==> src/design/ebox_macros.svh <==
`ifndef EBOX_MACROS_SVH
`define EBOX_MACROS_SVH

// Widths
`define CRAM_WIDTH 32
`define WORD_WIDTH 36
`define HALF_WIDTH 18

// Microword fields, msb:lsb
`define CRAM_AR    31:29
`define CRAM_ARX   28:26
`define CRAM_MQ    25
`define CRAM_DISP  24:20
`define CRAM_SPEC  19:15
`define CRAM_COND  14:9
`define CRAM_MAGIC 8:0

`define DISP_NONE   5'd0
`define DISP_RETURN 5'd1
`define DISP_NICOND 5'd2
`define DISP_MUL    5'd3
`define DISP_DIV    5'd4
`define DISP_NORM   5'd5

`define SPEC_NONE      5'd0
`define SPEC_LOAD_PC   5'd1
`define SPEC_GEN_CRY18 5'd2
`define SPEC_MQ_SHIFT  5'd3
`define SPEC_AD_LONG   5'd4
`define SPEC_ARL_IND   5'd5

// Zero is no condition
`define COND_ARLL_LOAD 6'o01
`define COND_ARLR_LOAD 6'o02
`define COND_AR_CLR    6'o04
`define COND_ARX_CLR   6'o05
`define COND_REG_CTL   6'o07
`define COND_DIAG_FUNC 6'o34

`define DIAG_LD_076 7'o076
`define DIAG_LD_071 7'o071
`define DIAG_RD_10X 7'o100

`endif

==> src/design/eboxPkg.sv <==
package eboxPkg;

  // Magic field, either register controls or a diagnostic function
  typedef union packed {
    struct packed {
      logic       ldArl;
      logic       ldArr;
      logic       clrMq;
      logic       clrArx;
      logic       clrArl;
      logic       clrArr;
      logic [1:0] arlSel;
      logic       mqClr2;
    } regCtl;
    struct packed {
      logic [1:0] spare;
      logic [6:0] func;
    } diagFunc;
  } magicWord;

endpackage

==> src/design/ctlDecode.sv <==
`timescale 1ns/1ps
`include "ebox_macros.svh"

module ctlDecode (
  input  logic                   CTL,
  input  logic                   rstN,
  input  logic [`CRAM_WIDTH-1:0] cramWord,
  input  logic                   cramValid,
  output logic [1:0]             arlSel,
  output logic [1:0]             arrSel,
  output logic                   arlClr,
  output logic                   arrClr,
  output logic                   arxLoad,
  output logic                   arxClr,
  output logic [1:0]             mqSel,
  output logic                   adLong,
  output logic                   loadPc,
  output logic                   dispRet,
  output logic                   genCry18,
  output logic                   diagFuncValid,
  output eboxPkg::magicWord      diagFunc
);

  import eboxPkg::*;

  logic [`CRAM_WIDTH-1:0] cram;
  logic [2:0] arFld;
  logic [2:0] arxFld;
  logic       mqFld;
  logic [4:0] disp;
  logic [4:0] spec;
  logic [5:0] cond;
  magicWord   magic;
  logic       dispMul;
  logic       dispDiv;
  logic       specMqShift;
  logic       specArlInd;
  logic       condArll;
  logic       condArlr;
  logic       condArClr;
  logic       condArxClr;
  logic       regCtl;
  logic       useMagic;
  logic       mqClear;
  logic [1:0] fieldArl;

  // Empty word when nothing is strobed in
  always_ff @(posedge CTL or negedge rstN) begin
    if (!rstN) begin
      cram <= '0;
    end else if (cramValid) begin
      cram <= cramWord;
    end else begin
      cram <= '0;
    end
  end

  assign arFld  = cram[`CRAM_AR];
  assign arxFld = cram[`CRAM_ARX];
  assign mqFld  = cram[`CRAM_MQ];
  assign disp   = cram[`CRAM_DISP];
  assign spec   = cram[`CRAM_SPEC];
  assign cond   = cram[`CRAM_COND];
  assign magic  = cram[`CRAM_MAGIC];

  assign dispMul     = disp == `DISP_MUL;
  assign dispDiv     = disp == `DISP_DIV;
  assign specMqShift = spec == `SPEC_MQ_SHIFT;
  assign specArlInd  = spec == `SPEC_ARL_IND;
  assign condArll    = cond == `COND_ARLL_LOAD;
  assign condArlr    = cond == `COND_ARLR_LOAD;
  assign condArClr   = cond == `COND_AR_CLR;
  assign condArxClr  = cond == `COND_ARX_CLR;
  assign regCtl      = cond == `COND_REG_CTL;
  assign useMagic    = regCtl | specArlInd;

  // Misc strobes
  assign adLong   = dispMul | dispDiv | (disp == `DISP_NORM) |
                    (spec == `SPEC_AD_LONG) | specMqShift;
  assign loadPc   = (spec == `SPEC_LOAD_PC) | (disp == `DISP_NICOND);
  assign dispRet  = disp == `DISP_RETURN;
  assign genCry18 = spec == `SPEC_GEN_CRY18;

  // Clears come first
  assign arlClr  = condArClr | (useMagic & magic.regCtl.clrArl);
  assign arrClr  = condArClr | (useMagic & magic.regCtl.clrArr);
  assign arxClr  = condArxClr | (useMagic & magic.regCtl.clrArx);
  assign mqClear = (useMagic & magic.regCtl.clrMq) | (regCtl & magic.regCtl.mqClr2);
  assign arxLoad = (arxFld != 3'b000) & ~arxClr;

  // ARL_IND takes the left select from the magic field
  assign fieldArl = specArlInd ? magic.regCtl.arlSel : arFld[1:0];

  always_comb begin
    if (arlClr) begin
      arlSel = 2'd0;
    end else if (condArll | (regCtl & magic.regCtl.ldArl)) begin
      arlSel = 2'd1;
    end else if (condArlr) begin
      arlSel = 2'd0;
    end else begin
      arlSel = fieldArl;
    end
  end

  // AR field bit 2 keeps the right half
  always_comb begin
    if (arrClr) begin
      arrSel = 2'd0;
    end else if (condArlr | (regCtl & magic.regCtl.ldArr)) begin
      arrSel = 2'd1;
    end else if (condArll | arFld[2]) begin
      arrSel = 2'd0;
    end else begin
      arrSel = arFld[1:0];
    end
  end

  always_comb begin
    if (mqClear) begin
      mqSel = 2'd3;
    end else if (dispMul | dispDiv | specMqShift) begin
      mqSel = 2'd2;
    end else if (mqFld) begin
      mqSel = 2'd1;
    end else begin
      mqSel = 2'd0;
    end
  end

  // Microcode side of a diagnostic function
  assign diagFuncValid = cond == `COND_DIAG_FUNC;

  always_comb begin
    diagFunc = '0;
    if (diagFuncValid) begin
      diagFunc.diagFunc.func = magic.diagFunc.func;
    end
  end

endmodule

==> src/design/arDatapath.sv <==
`timescale 1ns/1ps
`include "ebox_macros.svh"

module arDatapath (
  input  logic                   CTL,
  input  logic                   rstN,
  input  logic [`WORD_WIDTH-1:0] adResult,
  input  logic [`WORD_WIDTH-1:0] memData,
  input  logic [`WORD_WIDTH-1:0] diagData,
  input  logic [1:0]             arlSel,
  input  logic [1:0]             arrSel,
  input  logic                   arlClr,
  input  logic                   arrClr,
  input  logic                   arxLoad,
  input  logic                   arxClr,
  input  logic [1:0]             mqSel,
  output logic [`WORD_WIDTH-1:0] ar,
  output logic [`WORD_WIDTH-1:0] arx,
  output logic [`WORD_WIDTH-1:0] mq
);

  logic [`HALF_WIDTH-1:0] arlNext;
  logic [`HALF_WIDTH-1:0] arrNext;

  function automatic logic [`HALF_WIDTH-1:0] pickHalf(
    input logic [1:0]             sel,
    input logic [`HALF_WIDTH-1:0] hold,
    input logic [`HALF_WIDTH-1:0] ad,
    input logic [`HALF_WIDTH-1:0] mem,
    input logic [`HALF_WIDTH-1:0] diag
  );
    case (sel)
      2'd1:    pickHalf = ad;
      2'd2:    pickHalf = mem;
      2'd3:    pickHalf = diag;
      default: pickHalf = hold;
    endcase
  endfunction

  // Each half picks its own source
  assign arlNext = arlClr ? '0 :
    pickHalf(arlSel, ar[`WORD_WIDTH-1:`HALF_WIDTH], adResult[`WORD_WIDTH-1:`HALF_WIDTH],
             memData[`WORD_WIDTH-1:`HALF_WIDTH], diagData[`WORD_WIDTH-1:`HALF_WIDTH]);
  assign arrNext = arrClr ? '0 :
    pickHalf(arrSel, ar[`HALF_WIDTH-1:0], adResult[`HALF_WIDTH-1:0],
             memData[`HALF_WIDTH-1:0], diagData[`HALF_WIDTH-1:0]);

  always_ff @(posedge CTL or negedge rstN) begin
    if (!rstN) begin
      ar  <= '0;
      arx <= '0;
      mq  <= '0;
    end else begin
      ar <= {arlNext, arrNext};
      if (arxClr) begin
        arx <= '0;
      end else if (arxLoad) begin
        arx <= adResult;
      end
      case (mqSel)
        2'd1:    mq <= adResult;
        2'd2:    mq <= {mq[`WORD_WIDTH-2:0], ar[0]};
        2'd3:    mq <= '0;
        default: mq <= mq;
      endcase
    end
  end

  // Decode must resolve ARX load against clear
  arxLoadClr: assert property (@(posedge CTL) disable iff (!rstN)
    !(arxLoad && arxClr));

endmodule

==> src/design/diagPort.sv <==
`timescale 1ns/1ps
`include "ebox_macros.svh"

module diagPort (
  input  logic                   CTL,
  input  logic                   rstN,
  input  logic                   cyc,
  input  logic                   stb,
  input  logic                   we,
  input  logic [6:0]             adr,
  input  logic [`WORD_WIDTH-1:0] datWr,
  output logic [`WORD_WIDTH-1:0] datRd,
  output logic                   ack,
  input  logic                   diagFuncValid,
  input  eboxPkg::magicWord      diagFunc,
  input  logic [`WORD_WIDTH-1:0] adResult,
  input  logic [`WORD_WIDTH-1:0] ar,
  input  logic [`WORD_WIDTH-1:0] mq,
  input  logic                   adLong,
  input  logic                   loadPc,
  output logic [`WORD_WIDTH-1:0] diagData
);

  localparam logic [6:0] rdGroup = `DIAG_RD_10X;

  logic req;
  logic served;
  logic start;
  logic ucLd071;
  logic memReset;
  logic chanClkStop;
  logic ldEbusReg;
  logic forceExtend;
  logic diag4;
  logic [`WORD_WIDTH-1:0] status;

  assign req     = cyc & stb;
  assign start   = req & ~served;
  assign ucLd071 = diagFuncValid & (diagFunc.diagFunc.func == `DIAG_LD_071);

  // One ack per strobe, rearmed once stb drops
  always_ff @(posedge CTL or negedge rstN) begin
    if (!rstN) begin
      ack    <= 1'b0;
      served <= 1'b0;
    end else begin
      ack <= start;
      if (!req) begin
        served <= 1'b0;
      end else if (start) begin
        served <= 1'b1;
      end
    end
  end

  always_ff @(posedge CTL or negedge rstN) begin
    if (!rstN) begin
      {diag4, forceExtend, ldEbusReg, chanClkStop, memReset} <= '0;
      diagData <= '0;
    end else begin
      if (start && we && adr == `DIAG_LD_076) begin
        {diag4, forceExtend, ldEbusReg, chanClkStop, memReset} <= datWr[4:0];
      end
      // Microcode load takes adResult
      if (ucLd071) begin
        diagData <= adResult;
      end else if (start && we && adr == `DIAG_LD_071) begin
        diagData <= datWr;
      end
    end
  end

  // Status words of the 10x read group
  always_comb begin
    status = '0;
    if (adr[6:3] == rdGroup[6:3]) begin
      case (adr[2:0])
        3'd0:    status[4:0] = {diag4, forceExtend, ldEbusReg, chanClkStop, memReset};
        3'd1:    status[1:0] = {loadPc, adLong};
        3'd2:    status = ar;
        3'd3:    status = mq;
        default: status = '0;
      endcase
    end
  end

  always_ff @(posedge CTL) begin
    if (start) begin
      datRd <= we ? '0 : status;
    end
  end

  ackOneCycle: assert property (@(posedge CTL) disable iff (!rstN) ack |=> !ack);

endmodule

==> src/design/eboxCtl.sv <==
`timescale 1ns/1ps
`include "ebox_macros.svh"

module eboxCtl (
  input  logic                   CTL,
  input  logic                   rstN,
  input  logic [`CRAM_WIDTH-1:0] cramWord,
  input  logic                   cramValid,
  input  logic [`WORD_WIDTH-1:0] adResult,
  input  logic [`WORD_WIDTH-1:0] memData,
  input  logic                   cyc,
  input  logic                   stb,
  input  logic                   we,
  input  logic [6:0]             adr,
  input  logic [`WORD_WIDTH-1:0] datWr,
  output logic [`WORD_WIDTH-1:0] datRd,
  output logic                   ack,
  output logic [`WORD_WIDTH-1:0] ar,
  output logic [`WORD_WIDTH-1:0] arx,
  output logic [`WORD_WIDTH-1:0] mq,
  output logic                   adLong,
  output logic                   loadPc,
  output logic                   dispRet,
  output logic                   genCry18
);

  import eboxPkg::*;

  logic [1:0] arlSel;
  logic [1:0] arrSel;
  logic       arlClr;
  logic       arrClr;
  logic       arxLoad;
  logic       arxClr;
  logic [1:0] mqSel;
  logic       diagFuncValid;
  magicWord   diagFunc;
  logic [`WORD_WIDTH-1:0] diagData;

  ctlDecode ctlDecode_inst (
    .CTL(CTL), .rstN(rstN), .cramWord(cramWord), .cramValid(cramValid),
    .arlSel(arlSel), .arrSel(arrSel), .arlClr(arlClr), .arrClr(arrClr),
    .arxLoad(arxLoad), .arxClr(arxClr), .mqSel(mqSel),
    .adLong(adLong), .loadPc(loadPc), .dispRet(dispRet), .genCry18(genCry18),
    .diagFuncValid(diagFuncValid), .diagFunc(diagFunc)
  );

  arDatapath arDatapath_inst (
    .CTL(CTL), .rstN(rstN), .adResult(adResult), .memData(memData),
    .diagData(diagData), .arlSel(arlSel), .arrSel(arrSel),
    .arlClr(arlClr), .arrClr(arrClr), .arxLoad(arxLoad), .arxClr(arxClr),
    .mqSel(mqSel), .ar(ar), .arx(arx), .mq(mq)
  );

  diagPort diagPort_inst (
    .CTL(CTL), .rstN(rstN), .cyc(cyc), .stb(stb), .we(we), .adr(adr),
    .datWr(datWr), .datRd(datRd), .ack(ack),
    .diagFuncValid(diagFuncValid), .diagFunc(diagFunc), .adResult(adResult),
    .ar(ar), .mq(mq), .adLong(adLong), .loadPc(loadPc), .diagData(diagData)
  );

endmodule

==> config.mk <==
export PLATFORM = sky130hd
export DESIGN_NAME = eboxCtl
export DESIGN_NICKNAME = d
export VERILOG_FILES = /design/src/design/eboxPkg.sv /design/src/design/ctlDecode.sv /design/src/design/arDatapath.sv /design/src/design/diagPort.sv /design/src/design/eboxCtl.sv
export VERILOG_INCLUDE_DIRS = /design/src /design/src/design
export SDC_FILE = /design/constraint.sdc
export NUM_CORES = 1
export LEC_CHECK = 0
export BUFFER_PORTS_ARGS = -buffer_cell sky130_fd_sc_hd__clkbuf_2
export CORE_MARGIN = 3
export CORE_UTILIZATION = 52
export CTS_CLUSTER_SIZE = 30
export DETAILED_ROUTE_END_ITERATION = 12
export PLACE_DENSITY = 0.83
export REMOVE_ABC_BUFFERS = 1
export SLEW_MARGIN = 15
export SYNTH_ARGS = -nofsm -noshare
export SYNTH_HDL_FRONTEND = slang
export SYNTH_SLANG_ARGS = --single-unit
==> constraint.sdc <==
create_clock -name CTL -period 3.23 [get_ports CTL]
set_input_delay 0.1615 -clock CTL [delete_from_list [all_inputs] [get_ports CTL]]
set_output_delay 0.1615 -clock CTL [all_outputs]
set_load 0.02 [all_outputs]
==> flow_summary.json, run 1 <==
{
  "outcome": "finished, final reports clean",
  "htreeDepth": 1,
  "critPathMaxStageDelay_ns": 0.61,
  "crit_family": "simple AND/OR/NAND/NOR gates",
  "finalHoldViolCount": 0,
  "start_util_pct": 53.18,
  "final_cell_mix": "300 x clkbuf_2, 182 x dfrtp_1, 135 x nand2_1, 105 x dlygate4sd3_1, 90 x mux2i_1",
  "max-vdd-ir-drop_mv": 0.4061,
  "worst_pin_slew_ns": 1.137,
  "slew_viol_final": 0,
  "path_clk_slew_ns": 0.06,
  "power_density_nw_per_um2": 559.5,
  "critical_path_arrival_ns": 3.13,
  "worstSetupEndpointType": "register",
  "synthToLayoutAreaGrowth_pct": 35.08,
  "dp_hpwl_microns": 21870,
  "clock_latency_ns": 0.52,
  "grt_pass1_vias": 10360,
  "hold_depth": 3,
  "yosys_warnings": 0,
  "first_pass_iters": 5,
  "clk_root_buffer_cell": "clkbuf_16",
  "maxCapViolCount": 0,
  "setup_slack_ns": 0.4877,
  "grt.busiest_layer": "met2",
  "num_vias": 9783,
  "overflow": 0,
  "worstSetupPathType": "register to register",
  "rsz0062_at_grt": "false",
  "ff2ff_setup_slack_ns": 0.49,
  "setup_viol": 0,
  "final_common_cell": "clkbuf_2",
  "path_buf_inv": 1,
  "ios": 302,
  "antenna_found_initial": 1,
  "layout-drive-gt1-share_pct": 28.87,
  "drc": 0,
  "post_cts_buffers": 0,
  "seq_area_frac_synth_pct": 54.51,
  "dieWidth_microns": 147.3,
  "drt-total-wl_microns": 35570,
  "clock_sinks": 219,
  "place_ws_ns": 0.5501,
  "crit-reg2reg-launch": "ctlDecode_inst.cram[12]",
  "grt_max_degree": 100,
  "drt-initial-drc-count": 832,
  "fmax_mhz": 364.7,
  "total_power_mw": 7.847,
  "synth_ff_type": "dfrtp_1",
  "ys_ff_latch": 219,
  "coreArea_sq_um": 19530,
  "period_needed_ns": 2.742,
  "viasPerCell": 5.962,
  "reg2regPathDepth": 6,
  "hold_buffers": 105,
  "nets": 1512,
  "use_met3_pct": 5.799,
  "worstPathRequired_ns": 3.62,
  "cts_tree": "done",
  "min-delay-start": "datWr[19]",
  "cp-start-kind": "register",
  "fin_hold_ws_ns": 0.006299,
  "fp-row-count": 51,
  "cts_resized": 0,
  "r2r_end": "arDatapath_inst.ar[5]",
  "hp-class": "input port to register",
  "gp_congestion": 0.9553,
  "synthArstFlopShare_pct": 83.56,
  "syn_avg_cell_area_sq_um": 10.56,
  "path_max_fanout": 32,
  "grt_pass1_wl_microns": 56210,
  "path_cells": "nor4_4, nand3_1, and4_1, buf_4, or2_0, a32o_1",
  "final_core_util_pct": 71.83,
  "period_share_pct": 84.90,
  "netlist_area_sq_um": 10380,
  "cellLeakagePower_nw": 6.214,
  "port_buffers": 301,
  "crit_slowest_cell": "and4_1",
  "hold-path-endpoint": "diagPort_inst.diagData[19]",
  "relSlewSlack_pct": 24.20,
  "final_antenna_net_count": 0,
  "die_y_microns": 147.3,
  "grt.met2_usage_pct": 55.88,
  "die-area_sq_um": 21700,
  "synth_edf_count": 36,
  "skew_ns": 0.009384,
  "globalRouteMet1Util_pct": 40.39,
  "clk_path_buf_depth": 3,
  "synthCells": 983,
  "grt.total_usage_pct": 32.50,
  "drt-wirelength-per-cell_microns": 21.68,
  "cts_made_buffers": 24,
  "yosysUniqueCellTypes": 52
}
==> synthesized netlist by cell type, drive strengths merged, types with 5 or more instances <==
cell type / n / area [sq um]
a211oi: 38 / 285.3
a21o: 18 / 135.1
a21oi: 40 / 200.2
a22oi: 37 / 282.8
a32o: 37 / 370.4
and2: 34 / 212.7
buf: 21 / 111.4
clkbuf: 60 / 225.2
dfrtp: 183 / 4579
edfxtp: 36 / 1081
inv: 7 / 26.28
mux2: 9 / 101.4
mux2i: 90 / 900.9
nand2: 136 / 510.5
nand3: 5 / 25.02
nand4: 21 / 131.4
nor2: 75 / 281.5
nor3: 5 / 30.03
o211ai: 18 / 135.1
o21ai: 58 / 290.3
or2: 18 / 112.6
==> routing by layer <==
metal	share of wire [%]	wire [microns]
met1	37	13090
met5	0	0
met4	4.5	1614
met2	50	17730
met3	8.8	3138
==> worst max-delay path by stage <==
| stage | from | endpoint | slack, ns | cells after the start |
|---|---|---|---|---|
| finish | ctlDecode_inst.cram[12] | arDatapath_inst.ar[5] | 0.49 | 6 |
| global route | diagPort_inst.served | diagPort_inst.diagData[15] | 0.37 | 6 |
| CTS | ctlDecode_inst.cram[12] | arDatapath_inst.ar[5] | 0.55 | 6 |
| detailed placement | ctlDecode_inst.cram[12] | arDatapath_inst.ar[5] | 0.55 | 6 |
| global placement | ctlDecode_inst.cram[12] | arDatapath_inst.ar[5] | 0.72 | 6 |
| floorplan | diagPort_inst.served | diagPort_inst.diagData[0] | -3.27 | 4 |
==> stage by stage <==
stage	instances	cell area (sq um)	setup TNS, ns
after CTS	1639	14010	0
after global routing	1641	14030	0
final	1641	14030	0
after global placement	1492	12190	0
after floorplan	902	10050	-140.46
after detailed placement	1492	12190	0
==> worst register-to-register path, stage by stage, from the launching register on <==
cell and delay, ns:
dfrtp_1 0.46, nor4_4 0.51, nand3_1 0.25, and4_1 0.61
buf_4 0.35, or2_0 0.20, a32o_1 0.25
==> state kept, by name (all words and copies together), names as in the netlist <==
register / count
arDatapath_inst.ar: 36
arDatapath_inst.arx: 36
arDatapath_inst.mq: 36
ctlDecode_inst.cram: 32
diagPort_inst.ack: 1
diagPort_inst.chanClkStop: 1
diagPort_inst.datRd: 36
diagPort_inst.diag4: 1
diagPort_inst.diagData: 36
diagPort_inst.forceExtend: 1
diagPort_inst.ldEbusReg: 1
diagPort_inst.memReset: 1
diagPort_inst.served: 1
==> layout make-up <==
cell class | count | area, sq um
Antenna cell | 1 | 2.502
Sequential cell | 219 | 5662
Clock buffer | 36 | 716.9
Fill cell | 1373 | 5500
Tap cell | 265 | 331.6
Clock inverter | 6 | 52.55
Multi-Input combinational cell | 676 | 4448
Inverter | 7 | 26.28
Timing Repair Buffer | 431 | 2786
==> where the power goes <==
part	switching [mW]	leakage (nW)	internal (mW)
sequential	0.318	2.63	3.12
combinational	1.05	3.20	0.672
clock	1.09	0.380	1.60
total	2.46	6.21	5.39
==> logic make-up after synthesis <==
logic type             share of synthesized area, %
flip-flops                                    54.51
buffers and inverters                         3.495
multiplexers                                  9.869
AO/OA/AOI/OAI                                 17.12
AND/OR/NAND/NOR                               15.00
Power figures use the tool's default switching activity.
==> inputs of run 2 (changes only) <==
--- a/config.mk
+++ b/config.mk
@@ -6,12 +6,13 @@
 export SDC_FILE = /design/constraint.sdc
 export NUM_CORES = 1
 export LEC_CHECK = 0
+export ABC_AREA = 1
 export BUFFER_PORTS_ARGS = -buffer_cell sky130_fd_sc_hd__clkbuf_2
 export CORE_MARGIN = 3
-export CORE_UTILIZATION = 52
+export CORE_UTILIZATION = 53
 export CTS_CLUSTER_SIZE = 30
 export DETAILED_ROUTE_END_ITERATION = 12
-export PLACE_DENSITY = 0.83
+export PLACE_DENSITY = 0.84
 export REMOVE_ABC_BUFFERS = 1
 export SLEW_MARGIN = 15
 export SYNTH_ARGS = -nofsm -noshare
==> constraint.sdc (replaced) <==
create_clock -name CTL -period 2.7 [get_ports CTL]
set_input_delay 0.135 -clock CTL [delete_from_list [all_inputs] [get_ports CTL]]
set_output_delay 0.135 -clock CTL [all_outputs]
set_load 0.02 [all_outputs]
==> flow_summary.json, run 2 <==
{
  "final_cells": 2013,
  "first_pass_iters": 8,
  "drt-total-wl_microns": 39300,
  "cts_made_buffers": 24,
  "synth_ff_type": "dfrtp_1",
  "start_util_pct": 54.15,
  "seq_area_frac_synth_pct": 53.36,
  "p_clk_share_pct": 33.8,
  "finalHoldViolCount": 0,
  "gp_congestion": 0.8688,
  "viasPerCell": 5.783,
  "cp-start-kind": "register",
  "skew_ns": 0.01479,
  "synth.area.top_cells": "dfrtp_1 43%, nand2_1 14%, edfxtp_1 10%, nand3_1 5.7%, inv_1 5.0%",
  "fmax_mhz": 388.1,
  "final_common_cell": "nand2_1",
  "port_buffers": 301,
  "layout-drive-gt1-share_pct": 22.90,
  "clk_path_buf_depth": 3,
  "fin_tns_setup_ns": 0,
  "ys_ff_latch": 219,
  "fp-row-count": 51,
  "worstPathRequired_ns": 3.14,
  "worstSetupEndpointType": "register",
  "synthToLayoutAreaGrowth_pct": 39.04,
  "synthMostInstantiatedCell": "nand2_1",
  "drt-wirelength-per-cell_microns": 19.52,
  "slew_viol_final": 0,
  "worst_pin_slew_ns": 0.9756,
  "cts_tree": "done",
  "path_max_fanout": 36,
  "yosys_warnings": 0,
  "path_clk_slew_ns": 0.06,
  "period_share_pct": 95.42,
  "netlist_area_sq_um": 10610,
  "htreeDepth": 1,
  "grt_pass1_wl_microns": 62090,
  "clk_root_buffer_cell": "clkbuf_16",
  "p_switching_mw": 3.097,
  "dieWidth_microns": 147.5,
  "nets": 1882,
  "rsz0062_at_grt": "false",
  "setup_viol": 0,
  "synthTopCellsByCount": "386 x nand2_1, 183 x dfrtp_1, 140 x inv_1",
  "hp-class": "input port to register",
  "clock_latency_ns": 0.52,
  "synth_edf_count": 36,
  "dp_cells": 1814,
  "die_y_microns": 147.5,
  "syn_avg_cell_area_sq_um": 8.180,
  "worstSetupPathType": "register to register",
  "synthArstFlopShare_pct": 83.56,
  "die-area_sq_um": 21750,
  "grt_max_degree": 90,
  "place_ws_ns": 0.3977,
  "critical_path_arrival_ns": 3.02,
  "grt_pass1_vias": 11700,
  "synth.largest_area_cell": "dfrtp_1",
  "final_cell_mix": "385 x nand2_1, 300 x clkbuf_2, 183 x dfrtp_1, 154 x dlygate4sd3_1, 140 x inv_1",
  "yosysUniqueCellTypes": 38,
  "post_cts_buffers": 0,
  "clock_sinks": 219,
  "max-vdd-ir-drop_mv": 0.5392,
  "power_density_nw_per_um2": 635.8,
  "final_core_util_pct": 75.30,
  "final_antenna_net_count": 0,
  "dp_hpwl_microns": 22650,
  "period_needed_ns": 2.576,
  "comb_power_share_pct": 23.0,
  "overflow": 0,
  "relSlewSlack_pct": 34.89,
  "netlist.area_leader.share_pct": 43.17,
  "ios": 302,
  "drt-initial-drc-count": 1380,
  "grt.total_usage_pct": 35.62,
  "num_vias": 11640,
  "seqPwrFrac_pct": 43.2,
  "coreArea_sq_um": 19590,
  "setup_slack_ns": 0.1235,
  "antenna_found_initial": 1,
  "drc": 0,
  "maxCapViolCount": 0,
  "outcome": "finished, final reports clean",
  "intPower_mw": 6.280,
  "switching_share_pct": 33.03,
  "cellLeakagePower_nw": 7.646,
  "synthCells": 1297
}
[run 2: worst paths after layout]
| path | from | endpoint | slack, ns | cells after the start |
|---|---|---|---|---|
| min | memData[17] | arDatapath_inst.ar[17] | 0.01 | 5 |
| max reg2reg | ctlDecode_inst.cram[9] | diagPort_inst.diagData[22] | 0.12 | 8 |
| min in group asynchronous | rstN | diagPort_inst.ldEbusReg | 0.27 | 2 |
| max in group asynchronous | rstN | arDatapath_inst.mq[30] | 1.65 | 3 |
| min reg2reg | arDatapath_inst.arx[26] | arDatapath_inst.arx[26] | 0.50 | 2 |
| max | ctlDecode_inst.cram[9] | diagPort_inst.diagData[22] | 0.12 | 8 |
[run 2: layer usage]
metal | global-route usage, % | up-vias | wire [microns]
li1 | - | 5153 | -
met1 | 43.67 | 5272 | 13430
met2 | 60.69 | 992 | 18930
met3 | 6.990 | 225 | 4582
met4 | 17.47 | 0 | 2361
met5 | 0 | - | 0
[run 2: area by class of cell]
class / instances / area, sq um
Antenna cell: 1 / 2.502
Clock buffer: 29 / 650.6
Clock inverter: 15 / 102.6
Fill cell: 1301 / 4840
Inverter: 147 / 551.8
Multi-Input combinational cell: 856 / 4136
Sequential cell: 219 / 5660
Tap cell: 265 / 331.6
Timing Repair Buffer: 481 / 3314
[run 2: repair_timing]
action | 4_1_cts | 5_1_grt
hold buffers | 154 | 0
resized for setup | 0 | 0
endpoints found under the setup margin | 0 | 0
hold endpoints to repair | 223 | 0
[run 2: power by group through the flow]
stage | clock network [mW] | registers [mW] | logic (mW)
after CTS | 3.17 | 4.03 | 2.11
after floorplan | 0 | 4.40 | 0.694
after global placement | 0 | 4.07 | 1.87
after global routing | 3.34 | 4.08 | 2.34
after detailed placement | 0 | 4.09 | 1.91
final | 3.17 | 4.05 | 2.16
[run 2: kinds of logic after synthesis]
kind of cell    synth area share [%]
simple gates                   29.27
buf+inv                        8.444
flops                          53.36
mux                           0.5307
compound gates                 8.397
[run 2: critical path, stage by stage, from the launching register on]
cell and delay (ns):
dfrtp_1 0.41, or2_2 0.32, nor4_1 0.24, nand2_2 0.16, nand2_2 0.08, buf_4 0.41, o22ai_1 0.17, nor2_1 0.16
dlygate4sd3_1 0.56
[run 2: stage by stage]
step	power (mW)	hold slack [ns]	area [sq um]
2_1_floorplan	5.089	-0.1606	10260
3_3_place_gp	5.941	0.2644	12450
3_5_place_dp	6.000	0.2647	12450
4_1_cts	9.306	0.0001663	14750
5_1_grt	9.755	0.03076	14750
6_report	9.378	0.009666	14750
